[src/video_pkg.sv]
package video_pkg;

	// ----------------------------------------
	// Count and bus types
	// ----------------------------------------
	typedef logic [8:0]  hcount_t;    // Pixel-clock position within a line.
	typedef logic [8:0]  vcount_t;    // Line number within a frame.
	typedef logic [15:0] frame_cnt_t;
	typedef logic [7:0]  axil_addr_t;
	typedef logic [31:0] axil_data_t;

	// ----------------------------------------
	// Raster geometry
	// ----------------------------------------
	localparam hcount_t HBLNK_BEG     = 9'd0;
	localparam hcount_t HBLNK_END     = 9'd88;
	localparam hcount_t HSYNC_BEG     = 9'd10;
	localparam hcount_t HSYNC_END     = 9'd43;
	localparam hcount_t HPIX_BEG_PENT = 9'd140;
	localparam hcount_t HPIX_END_PENT = 9'd396;
	localparam hcount_t HPIX_BEG_ATM  = 9'd108;
	localparam hcount_t HPIX_END_ATM  = 9'd428;
	localparam hcount_t FETCH_FOREGO  = 9'd18;    // Fetch runs ahead of the pixel window.
	localparam hcount_t SCANIN_BEG    = 9'd88;
	localparam hcount_t HINT_BEG      = 9'd2;
	localparam hcount_t HPERIOD       = 9'd448;

	localparam vcount_t VBLNK_BEG = 9'd0;
	localparam vcount_t VBLNK_END = 9'd32;
	localparam vcount_t VSYNC_BEG = 9'd8;
	localparam vcount_t VSYNC_END = 9'd12;
	localparam vcount_t VPIX_BEG  = 9'd80;
	localparam vcount_t VPIX_END  = 9'd272;
	localparam vcount_t VINT_BEG  = 9'd0;
	localparam vcount_t VPERIOD   = 9'd320;

	localparam int CEN_DIV = 4;    // System clocks per pixel count.

	// ----------------------------------------
	// Register map
	// ----------------------------------------
	localparam axil_addr_t REG_MODE   = 8'h00;
	localparam axil_addr_t REG_CTRL   = 8'h04;
	localparam axil_addr_t REG_STATUS = 8'h08;

	localparam logic [1:0] RESP_OKAY   = 2'b00;
	localparam logic [1:0] RESP_SLVERR = 2'b10;

	typedef struct packed {
		logic atm_n_pent;
		logic a_text;
	} video_mode_t;

	typedef struct packed {
		logic hblank;
		logic hsync;
		logic hpix;
		logic vblank;
		logic vsync;
		logic vpix;
	} video_level_t;

	typedef struct packed {
		logic line_start;
		logic hsync_start;
		logic hint_start;
		logic scanin_start;
		logic fetch_start;
		logic fetch_end;
		logic frame_int;
	} video_strobe_t;

	typedef struct packed {
		axil_addr_t awaddr;
		logic       awvalid;
		axil_data_t wdata;
		logic [3:0] wstrb;
		logic       wvalid;
		logic       bready;
		axil_addr_t araddr;
		logic       arvalid;
		logic       rready;
	} axil_req_t;

	typedef struct packed {
		logic       awready;
		logic       wready;
		logic [1:0] bresp;
		logic       bvalid;
		logic       arready;
		axil_data_t rdata;
		logic [1:0] rresp;
		logic       rvalid;
	} axil_rsp_t;

	typedef enum logic [1:0] {
		IDLE,
		WRITE_RESP,
		READ_RESP
	} regs_state_t;

endpackage

[src/video_clk_en.sv]
`timescale 1ns/100ps

module video_clk_en (
	input  logic clk,
	input  logic reset,
	output logic pre_cend,
	output logic cend
);

	localparam logic [1:0] LAST_PHASE = 2'(video_pkg::CEN_DIV - 1);
	localparam logic [1:0] PRE_PHASE  = 2'(video_pkg::CEN_DIV - 2);

	logic [1:0] phase;

	always_ff @(posedge clk)
	begin
		if (reset)
		begin
			phase <= 2'd0;
		end
		else if (phase == LAST_PHASE)
		begin
			phase <= 2'd0;
		end
		else
		begin
			phase <= phase + 2'd1;
		end
	end

	// pre_cend leads cend by one clock so strobes can be registered in time.
	assign pre_cend = (phase == PRE_PHASE);
	assign cend     = (phase == LAST_PHASE);

endmodule

[src/video_mode_regs.sv]
`timescale 1ns/100ps

module video_mode_regs (
	input  logic                   clk,
	input  logic                   reset,
	input  video_pkg::axil_req_t   axil,
	input  logic                   frame_int,
	output video_pkg::axil_rsp_t   axil_rsp,
	output video_pkg::video_mode_t mode,
	output logic                   init
);

	video_pkg::regs_state_t state;
	video_pkg::frame_cnt_t  frame_cnt;
	video_pkg::axil_data_t  rdata;
	logic [1:0]             bresp;
	logic [1:0]             rresp;
	logic [2:0]             init_cnt;
	logic                   wr_accept;
	logic                   rd_accept;

	// Writes take priority when both channels arrive together.
	assign wr_accept = (state == video_pkg::IDLE) && axil.awvalid && axil.wvalid;
	assign rd_accept = (state == video_pkg::IDLE) && axil.arvalid && !(axil.awvalid && axil.wvalid);

	// ----------------------------------------
	// Handshake FSM
	// ----------------------------------------
	always_ff @(posedge clk)
	begin
		if (reset)
			state <= video_pkg::IDLE;
		else
		begin
			case (state)
				video_pkg::IDLE:
				begin
					if (wr_accept)
						state <= video_pkg::WRITE_RESP;
					else if (rd_accept)
						state <= video_pkg::READ_RESP;
				end
				video_pkg::WRITE_RESP:
					if (axil.bready)
						state <= video_pkg::IDLE;
				video_pkg::READ_RESP:
					if (axil.rready)
						state <= video_pkg::IDLE;
				default:
					state <= video_pkg::IDLE;
			endcase
		end
	end

	// ----------------------------------------
	// Register writes and init stretcher
	// ----------------------------------------
	always_ff @(posedge clk)
	begin
		if (reset)
		begin
			mode     <= '0;
			init_cnt <= 3'd0;
		end
		else
		begin
			if (init_cnt != 3'd0)
				init_cnt <= init_cnt - 3'd1;
			if (wr_accept && axil.wstrb[0])
			begin
				if (axil.awaddr == video_pkg::REG_MODE)
					mode <= video_pkg::video_mode_t'(axil.wdata[1:0]);
				if (axil.awaddr == video_pkg::REG_CTRL && axil.wdata[0])
					init_cnt <= 3'd4;    // Covers exactly one cend.
			end
		end
	end

	assign init = (init_cnt != 3'd0);

	always_ff @(posedge clk)
	begin
		if (reset || init)
			frame_cnt <= '0;
		else if (frame_int)
			frame_cnt <= frame_cnt + 16'd1;
	end

	// Response payloads are captured at acceptance.
	always_ff @(posedge clk)
	begin
		if (wr_accept)
		begin
			if (axil.awaddr == video_pkg::REG_MODE || axil.awaddr == video_pkg::REG_CTRL)
				bresp <= video_pkg::RESP_OKAY;
			else
				bresp <= video_pkg::RESP_SLVERR;
		end
		if (rd_accept)
		begin
			rresp <= video_pkg::RESP_OKAY;
			case (axil.araddr)
				video_pkg::REG_MODE:   rdata <= {30'd0, mode};
				video_pkg::REG_CTRL:   rdata <= '0;
				video_pkg::REG_STATUS: rdata <= {16'd0, frame_cnt};
				default:
				begin
					rdata <= '0;
					rresp <= video_pkg::RESP_SLVERR;
				end
			endcase
		end
	end

	always_comb
	begin
		axil_rsp.awready = wr_accept;
		axil_rsp.wready  = wr_accept;
		axil_rsp.bresp   = bresp;
		axil_rsp.bvalid  = (state == video_pkg::WRITE_RESP);
		axil_rsp.arready = rd_accept;
		axil_rsp.rdata   = rdata;
		axil_rsp.rresp   = rresp;
		axil_rsp.rvalid  = (state == video_pkg::READ_RESP);
	end

endmodule

[src/video_sync_h.sv]
`timescale 1ns/100ps

module video_sync_h (
	input  logic                  clk,
	input  logic                  reset,
	input  logic                  init,
	input  logic                  cend,
	input  logic                  pre_cend,
	input  video_pkg::video_mode_t mode,
	output logic                  hblank,
	output logic                  hsync,
	output logic                  hpix,
	output logic                  line_start,
	output logic                  hsync_start,
	output logic                  hint_start,
	output logic                  scanin_start,
	output logic                  fetch_start,
	output logic                  fetch_end
);

	video_pkg::hcount_t hcount;
	video_pkg::hcount_t hpix_beg;
	video_pkg::hcount_t hpix_end;
	video_pkg::hcount_t fetch_beg;
	video_pkg::hcount_t fetch_fin;
	logic               fetch_start_time;
	logic               fetch_end_time;
	logic               fetch_start_cond;
	logic [3:0]         fetch_wait;

	// ----------------------------------------
	// Line counter
	// ----------------------------------------
	always_ff @(posedge clk)
	begin
		if (reset)
		begin
			hcount <= '0;
		end
		else if (cend)
		begin
			if (init || hcount == video_pkg::HPERIOD - 9'd1)
				hcount <= '0;
			else
				hcount <= hcount + 9'd1;
		end
	end

	// Pixel window depends on the raster geometry.
	assign hpix_beg = mode.atm_n_pent ? video_pkg::HPIX_BEG_ATM : video_pkg::HPIX_BEG_PENT;
	assign hpix_end = mode.atm_n_pent ? video_pkg::HPIX_END_ATM : video_pkg::HPIX_END_PENT;

	// ----------------------------------------
	// Levels
	// ----------------------------------------
	always_ff @(posedge clk)
	begin
		if (reset)
		begin
			hblank <= 1'b0;
			hsync  <= 1'b0;
			hpix   <= 1'b0;
		end
		else if (cend)
		begin
			if (hcount == video_pkg::HBLNK_BEG)
				hblank <= 1'b1;
			else if (hcount == video_pkg::HBLNK_END)
				hblank <= 1'b0;
			if (hcount == video_pkg::HSYNC_BEG)
				hsync <= 1'b1;
			else if (hcount == video_pkg::HSYNC_END)
				hsync <= 1'b0;
			if (hcount == hpix_beg)
				hpix <= 1'b1;
			else if (hcount == hpix_end)
				hpix <= 1'b0;
		end
	end

	// ----------------------------------------
	// Fetch timing
	// ----------------------------------------
	assign fetch_beg        = hpix_beg - video_pkg::FETCH_FOREGO - 9'd4;
	assign fetch_fin        = hpix_end - video_pkg::FETCH_FOREGO;
	assign fetch_start_time = (hcount == fetch_beg);
	assign fetch_end_time   = (hcount == fetch_fin);

	always_ff @(posedge clk)
	begin
		if (reset)
			fetch_wait <= 4'd0;
		else if (cend)
			fetch_wait <= {fetch_wait[2:0], fetch_start_time};    // Four counts of delay.
	end

	// Text mode fetches four counts earlier than graphics.
	assign fetch_start_cond = mode.a_text ? fetch_start_time : fetch_wait[3];

	// ----------------------------------------
	// Strobes
	// ----------------------------------------
	always_ff @(posedge clk)
	begin
		if (reset)
		begin
			line_start   <= 1'b0;
			hsync_start  <= 1'b0;
			hint_start   <= 1'b0;
			scanin_start <= 1'b0;
			fetch_start  <= 1'b0;
			fetch_end    <= 1'b0;
		end
		else
		begin
			line_start   <= pre_cend && (hcount == video_pkg::HBLNK_END);
			hsync_start  <= pre_cend && (hcount == video_pkg::HSYNC_BEG);
			hint_start   <= pre_cend && (hcount == video_pkg::HINT_BEG);
			scanin_start <= pre_cend && (hcount == video_pkg::SCANIN_BEG);
			fetch_start  <= pre_cend && fetch_start_cond;
			fetch_end    <= pre_cend && fetch_end_time;
		end
	end

endmodule

[src/video_sync_top.sv]
`timescale 1ns/100ps

module video_sync_top (
	input  logic                     clk,
	input  logic                     reset,
	input  video_pkg::axil_req_t     axil,
	output video_pkg::axil_rsp_t     axil_rsp,
	output video_pkg::video_level_t  levels,
	output video_pkg::video_strobe_t strobes
);

	logic                   pre_cend;
	logic                   cend;
	logic                   init;
	logic                   hblank;
	logic                   hsync;
	logic                   hpix;
	logic                   vblank;
	logic                   vsync;
	logic                   vpix;
	logic                   line_start;
	logic                   hsync_start;
	logic                   hint_start;
	logic                   scanin_start;
	logic                   fetch_start;
	logic                   fetch_end;
	logic                   frame_int;
	video_pkg::video_mode_t mode;

	video_clk_en i_clk_en (
		.clk      (clk),
		.reset    (reset),
		.pre_cend (pre_cend),
		.cend     (cend)
	);

	video_sync_h i_sync_h (
		.clk          (clk),
		.reset        (reset),
		.init         (init),
		.cend         (cend),
		.pre_cend     (pre_cend),
		.mode         (mode),
		.hblank       (hblank),
		.hsync        (hsync),
		.hpix         (hpix),
		.line_start   (line_start),
		.hsync_start  (hsync_start),
		.hint_start   (hint_start),
		.scanin_start (scanin_start),
		.fetch_start  (fetch_start),
		.fetch_end    (fetch_end)
	);

	video_sync_v i_sync_v (
		.clk         (clk),
		.reset       (reset),
		.init        (init),
		.cend        (cend),
		.hsync_start (hsync_start),
		.hint_start  (hint_start),
		.vblank      (vblank),
		.vsync       (vsync),
		.vpix        (vpix),
		.frame_int   (frame_int)
	);

	video_mode_regs i_mode_regs (
		.clk       (clk),
		.reset     (reset),
		.axil      (axil),
		.frame_int (frame_int),
		.axil_rsp  (axil_rsp),
		.mode      (mode),
		.init      (init)
	);

	assign levels  = '{hblank, hsync, hpix, vblank, vsync, vpix};
	assign strobes = '{line_start, hsync_start, hint_start, scanin_start,
		fetch_start, fetch_end, frame_int};

endmodule

[src/video_sync_v.sv]
`timescale 1ns/100ps

module video_sync_v (
	input  logic clk,
	input  logic reset,
	input  logic init,
	input  logic cend,
	input  logic hsync_start,
	input  logic hint_start,
	output logic vblank,
	output logic vsync,
	output logic vpix,
	output logic frame_int
);

	video_pkg::vcount_t vcount;

	// ----------------------------------------
	// Frame counter
	// ----------------------------------------
	always_ff @(posedge clk)
	begin
		if (reset)
		begin
			vcount <= '0;
		end
		else if (cend && init)
		begin
			vcount <= '0;    // Resync lands on the same cend as the horizontal one.
		end
		else if (hsync_start)
		begin
			if (vcount == video_pkg::VPERIOD - 9'd1)
				vcount <= '0;
			else
				vcount <= vcount + 9'd1;
		end
	end

	// ----------------------------------------
	// Levels
	// ----------------------------------------
	always_ff @(posedge clk)
	begin
		if (reset)
		begin
			vblank <= 1'b0;
			vsync  <= 1'b0;
			vpix   <= 1'b0;
		end
		else if (hsync_start)
		begin
			if (vcount == video_pkg::VBLNK_BEG)
				vblank <= 1'b1;
			else if (vcount == video_pkg::VBLNK_END)
				vblank <= 1'b0;

			if (vcount == video_pkg::VSYNC_BEG)
				vsync <= 1'b1;
			else if (vcount == video_pkg::VSYNC_END)
				vsync <= 1'b0;

			if (vcount == video_pkg::VPIX_BEG)
				vpix <= 1'b1;
			else if (vcount == video_pkg::VPIX_END)
				vpix <= 1'b0;
		end
	end

	// One interrupt per frame, aligned with the line interrupt point.
	assign frame_int = hint_start && (vcount == video_pkg::VINT_BEG);

endmodule
[config.mk]
export PLATFORM = sky130hd
export DESIGN_NAME = video_sync_top
export DESIGN_NICKNAME = d
export VERILOG_FILES = /design/src/video_pkg.sv /design/src/video_clk_en.sv /design/src/video_mode_regs.sv /design/src/video_sync_h.sv /design/src/video_sync_top.sv /design/src/video_sync_v.sv
export SDC_FILE = /design/constraint.sdc
export NUM_CORES = 1
export LEC_CHECK = 0
export ABC_AREA = 1
export BUFFER_PORTS_ARGS = -buffer_cell sky130_fd_sc_hd__clkbuf_2
export CORE_UTILIZATION = 25
export CTS_BUF_LIST = sky130_fd_sc_hd__clkbuf_8
export DETAILED_ROUTE_END_ITERATION = 12
export GPL_TIMING_DRIVEN = 0
export PLACE_DENSITY = 0.53
export SYNTH_ARGS = -nofsm -noshare
export SYNTH_HDL_FRONTEND = slang
export SYNTH_HIERARCHICAL = 1
export SYNTH_SLANG_ARGS = --single-unit
[constraint.sdc]
create_clock -name clk -period 4.3 [get_ports clk]
set_input_delay 0.645 -clock clk [delete_from_list [all_inputs] [get_ports clk]]
set_output_delay 0.645 -clock clk [all_outputs]
set_load 0.05 [all_outputs]
==> flow_summary.json, run 1 <==
{
  "relSlewSlack": 0.526,
  "dp_hpwl_um": 6300,
  "most-common-layout-cells": "nor2_1, nand2_1, inv_1",
  "clock.fmax_mhz": 387,
  "initial_utilization": 0.257,
  "cts-resized-gates": 0,
  "placedInstanceArea_um2": 4720,
  "synth_cell_types": 34,
  "cts_tree": "yes",
  "hp-class": "flip-flop to flip-flop",
  "portBuffers": 61,
  "pwr-share-comb": 0.178,
  "p_int_mw": 1.09,
  "netSwitchingPower_mw": 0.466,
  "grt_pass1_wl_um": 13800,
  "root_buffer": "clkbuf_8",
  "n_antenna_cell": 0,
  "swShare": 0.300,
  "p_leak_nw": 2.13,
  "route.detailed.drc": 0,
  "die_width_um": 130,
  "maxSlewViolCount": 0,
  "path_max_fanout": 18,
  "cts_buffers": 9,
  "setup_slack_ns": 1.72,
  "whs_path_depth": 1,
  "clock-sinks": 76,
  "power_density_nw_per_um2": 317,
  "synth_top_cell_by_area": "dfxtp_1",
  "first_global_vias": 3064,
  "post-cts-setup-buffers": 0,
  "end_kind": "primary output",
  "peakVddDrop_uv": 114,
  "drt-wirelength-per-cell_um": 9.58,
  "skew_ns": 0.0116,
  "synth_warnings": 6,
  "setup_violations": 0,
  "via_count": 3460,
  "clk_latency_ns": 0.36,
  "fin_setup_tns_ns": 0,
  "cp.required_ns": 3.65,
  "die_area_um2": 16800,
  "period_needed_ns": 2.58,
  "arrival_ns": 1.94,
  "grt_overflow_total": 0,
  "final_common_cell": "nor2_1",
  "htreeDepth": 3,
  "final.period_utilization": 0.600,
  "postSynthCellCount": 552,
  "n_fill_cell": 1748,
  "grt_max_degree": 19,
  "clock_path_buffers": 2,
  "fp.dieH_um": 130,
  "fin_cells": 862,
  "outcome": "complete, no violations",
  "placed_cells": 846,
  "drt_iter0_drc": 171,
  "hold_viol_final": 0,
  "synth-seq-area-share": 0.417,
  "tightest_slew_ns": 0.711,
  "dr.pass1.iters": 4,
  "avgViaCountPerCell": 4.01,
  "seqPwrFrac": 0.495,
  "place_ws_ns": 1.72,
  "synth_area_leaders": "dfxtp_1, edfxtp_1, nor2_1",
  "final_area_um2": 4900,
  "rsz0062_at_grt": "false",
  "avgSynthCellArea_um2": 7.39,
  "syn_to_final_growth_pct": 20.2,
  "antenna_found_initial": 0,
  "num_rows": 46,
  "r2r_cells": 11,
  "start_kind": "flip-flop",
  "synth_top_area_share": 0.285,
  "postRouteWirelength_um": 8260,
  "fin_nets": 711,
  "clk_pin_slew_ns": 0.08,
  "worstSetupPathType": "flip-flop to primary output",
  "drive_above_1_share": 0.234,
  "gp_congestion": 0.792,
  "ys_ff_latch": 76,
  "drv_cap": 0,
  "core_area_um2": 15900,
  "synth_area_um2": 4080,
  "ios": 113,
  "clock_power_share": 0.327,
  "ant_nets": 0,
  "postCtsHoldBufs": 0,
  "grt_use_total": 0.104
}
## stage by stage
step	total power, mW	util	hold slack (ns)
after global placement	1.07	0.297	0.430
final	1.55	0.309	0.446
after detailed placement	1.07	0.297	0.435
after floorplan	1.00	-	0.417
after global routing	1.64	0.309	0.488
after CTS	1.59	0.309	0.452
## power by group through the flow
| stage | Sequential (mW) | Combinational, mW | Clock [mW] |
|---|---|---|---|
| 2_1_floorplan | 0.812 | 0.193 | 0 |
| 3_3_place_gp | 0.787 | 0.279 | 0 |
| 3_5_place_dp | 0.787 | 0.280 | 0 |
| 4_1_cts | 0.770 | 0.281 | 0.534 |
| 5_1_grt | 0.773 | 0.310 | 0.560 |
| 6_report | 0.770 | 0.276 | 0.508 |
## registers in the layout (all words and copies together), names as in the netlist, 2 cells and up
register	cells
i_mode_regs/frame_cnt	16
i_mode_regs/rdata	16
i_sync_h/hcount	9
i_sync_v/vcount	9
i_sync_h/fetch_wait	4
i_mode_regs/init_cnt	3
i_clk_en/phase	2
i_mode_regs/mode	2
i_mode_regs/state	2
## worst max-delay path, stage by stage, from the launching register on
cell	delay (ns)
dfxtp_1	0.33
nor2_1	0.13
nand3_1	0.10
inv_1	0.53
buf_4	0.21
clkbuf_2	0.26
## cells in the mapped netlist, drive strengths merged
master / n
nand3: 38
dfxtp: 58
o211ai: 1
and3: 1
nor2: 129
a21oi: 28
nand2: 101
ha: 11
a31oi: 1
xor2: 7
nand4: 9
nand3b: 3
o21ai: 16
nor3: 9
edfxtp: 18
conb: 1
xnor2: 1
inv: 77
a211oi: 1
buf: 42
## area by class of cell
cell class	count	area, um^2	share of cell area
Tap cell	216	270	0.0551
Sequential cell	76	1700	0.347
Clock inverter	4	18.8	0.00383
Clock buffer	12	165	0.0337
Multi-Input combinational cell	374	1850	0.377
Buffer	42	303	0.0618
Inverter	77	289	0.0589
Timing Repair Buffer	61	305	0.0623
## cell families after synthesis
family | Yosys count | synth area share
adder cells (fa/ha/maj) | 11 | 0.0337
AND/OR/NAND/NOR | 290 | 0.321
AO/OA/AOI/OAI | 47 | 0.0647
XOR/XNOR | 8 | 0.0172
flip-flops | 76 | 0.417
buffers and inverters | 119 | 0.145
other | 1 | 0.000919
## final timing paths
check                                    start                                     end  slack (ns)
max          i_mode_regs/state[1]$_SDFFE_PP0P_                            axil_rsp[35]        1.72
min               i_clk_en/phase[0]$_SDFF_PP0_            i_clk_en/phase[0]$_SDFF_PP0_        0.45
max reg2reg    i_sync_v/vcount[7]$_SDFFE_PP0P_  i_mode_regs/frame_cnt[11]$_SDFFE_PP0P_        2.26
min reg2reg       i_clk_en/phase[0]$_SDFF_PP0_            i_clk_en/phase[0]$_SDFF_PP0_        0.45
## metal layers
layer / part of all wire / wire, um / vias to the layer above / global-route usage
met5: 0 / 0 / - / 0
met4: 0.018 / 146 / 0 / 0.0492
met3: 0.056 / 460 / 12 / 0.0242
met2: 0.42 / 3500 / 87 / 0.169
met1: 0.50 / 4150 / 1506 / 0.132
li1: - / - / 1855 / -
Power figures use the tool's default switching activity.
==> inputs of run 2 (changes only) <==
- PLACE_DENSITY: 0.53 -> 0.55
- clock period: 4.3 -> 2.15 ns (I/O delays scaled with it)
==> run 2 against run 1 <==
Against the previous run:
- die area is the same
- via count decreased by 1.0%
- register-to-register slack got worse by 2.0 ns
- global-route usage barely moved
- cell count is 0.35% higher
- clock skew fell by 0.00082 ns
- non-clock buffer count grew 3
- design area increased by 1.8%
==> flow_summary.json, run 2 (synthesis results as in run 1) <==
{
  "outcome": "complete, no violations",
  "drv_cap": 0,
  "grt_use_total": 0.104,
  "cp.required_ns": 1.83,
  "crit_chain": "nor2_2 -> inv_1 -> nor2_2 -> nand3_1 -> nor2_2 -> buf_4 -> clkbuf_4",
  "fin_cells": 865,
  "syn_to_final_growth_pct": 22.4,
  "reg_top3": "i_mode_regs/frame_cnt x16, i_mode_regs/rdata x16",
  "gp_congestion": 0.822,
  "end_kind": "primary output",
  "portBuffers": 61,
  "drt_iter0_drc": 168,
  "grt_overflow_total": 0,
  "die_area_um2": 16800,
  "n_antenna_cell": 0,
  "die_width_um": 130,
  "grt_max_degree": 19,
  "grt_pass1_wl_um": 14000,
  "maxSlewViolCount": 0,
  "max_stage_delay_ns": 0.37,
  "setup_slack_ns": 0.165,
  "setup_violations": 0,
  "num_rows": 46,
  "fp.dieH_um": 130,
  "most-common-layout-cells": "nor2_1, nand2_1, inv_1",
  "clock_power_share": 0.382,
  "final_common_cell": "nor2_1",
  "avgViaCountPerCell": 3.96,
  "cpMaxStageDelayCell": "dfxtp_1",
  "seqPwrFrac": 0.453,
  "postRouteWirelength_um": 8440,
  "pwr-share-comb": 0.165,
  "hold_viol_final": 0,
  "fin_nets": 714,
  "route.detailed.drc": 0,
  "holdWs_ns": 0.232,
  "via_count": 3425,
  "start_kind": "flip-flop",
  "ant_nets": 0,
  "swShare": 0.280,
  "netSwitchingPower_mw": 0.953,
  "ios": 113,
  "hp-class": "primary input to flip-flop",
  "htreeDepth": 3,
  "path_common_cell": "nor2_2",
  "cts_tree": "yes",
  "p_leak_nw": 2.16,
  "worstSetupPathType": "flip-flop to primary output",
  "power_density_nw_per_um2": 682,
  "clock_path_buffers": 2,
  "antenna_found_initial": 0,
  "skew_ns": 0.0108,
  "clk_pin_slew_ns": 0.08,
  "cts_buffers": 9,
  "p_int_mw": 2.45,
  "dp_hpwl_um": 6450,
  "clk_latency_ns": 0.35,
  "place_ws_ns": 0.0970,
  "cp_num_buf_inv": 3,
  "path_delay_family": "simple AND/OR/NAND/NOR gates",
  "root_buffer": "clkbuf_8",
  "final.period_utilization": 0.923,
  "placed_cells": 846,
  "rsz0062_at_grt": "false",
  "fin_setup_tns_ns": 0,
  "first_global_vias": 3091,
  "period_needed_ns": 1.98,
  "clock.fmax_mhz": 504,
  "dr.pass1.iters": 4,
  "initial_utilization": 0.257,
  "arrival_ns": 1.66,
  "peakVddDrop_uv": 331,
  "path_max_fanout": 6,
  "drive_above_1_share": 0.247,
  "core_area_um2": 15900,
  "clock-sinks": 76,
  "drt-wirelength-per-cell_um": 9.75
}
run 2: path summary, 6_finish.rpt:
| check | startpoint | to | slack, ns | depth (start not counted) |
|---|---|---|---|---|
| worst max-delay path | i_sync_v/vcount[7]$_SDFFE_PP0P_ | strobes[0] | 0.17 | 7 |
| worst min-delay path | axil[17] | i_mode_regs/mode[1]$_SDFFE_PP0P_ | 0.23 | 3 |
| worst max register to register | i_sync_v/vcount[7]$_SDFFE_PP0P_ | i_mode_regs/frame_cnt[11]$_SDFFE_PP0P_ | 0.26 | 11 |
| worst min register to register | i_clk_en/phase[0]$_SDFF_PP0_ | i_clk_en/phase[0]$_SDFF_PP0_ | 0.45 | 1 |
run 2: per-layer routing:
layer	vias up	share of wire	GRT usage
li1	1865	-	-
met1	1494	0.50	0.133
met2	60	0.45	0.172
met3	6	0.044	0.0250
met4	0	0.010	0.0349
met5	-	0	0
run 2: through the flow:
| step | area (um^2) | power, mW | util |
|---|---|---|---|
| floorplan | 4140 | 2.01 | - |
| global placement | 4720 | 2.13 | 0.297 |
| detailed placement | 4720 | 2.14 | 0.297 |
| CTS | 4970 | 3.47 | 0.313 |
| global route | 4990 | 3.60 | 0.314 |
| finish | 4990 | 3.40 | 0.314 |
run 2: cell type report:
class	instances	area [um^2]
Timing Repair Buffer	64	330
Tap cell	216	270
Sequential cell	76	1700
Multi-Input combinational cell	374	1860
Fill cell	1743	10900
Inverter	77	293
Buffer	42	303
Clock buffer	9	124
Clock inverter	7	114
run 2: what timing repair did:
item	4_1_cts	5_1_grt
hold buffers	0	0
gates resized for setup	4	1
pin swaps	0	0
endpoints found under the setup margin	2	2
setup buffers	0	3
run 2: tightest hold or removal path, stage by stage:
cell,delay (ns)
clkbuf_2,0.08
nand3_1,0.07
a21oi_1,0.06
run 2: power by group through the flow:
stage	clock network (mW)	registers (mW)	logic (mW)
4_1_cts	1.36	1.54	0.564
5_1_grt	1.42	1.55	0.633
6_report	1.30	1.54	0.563
3_3_place_gp	0	1.57	0.560
2_1_floorplan	0	1.62	0.385
3_5_place_dp	0	1.58	0.561
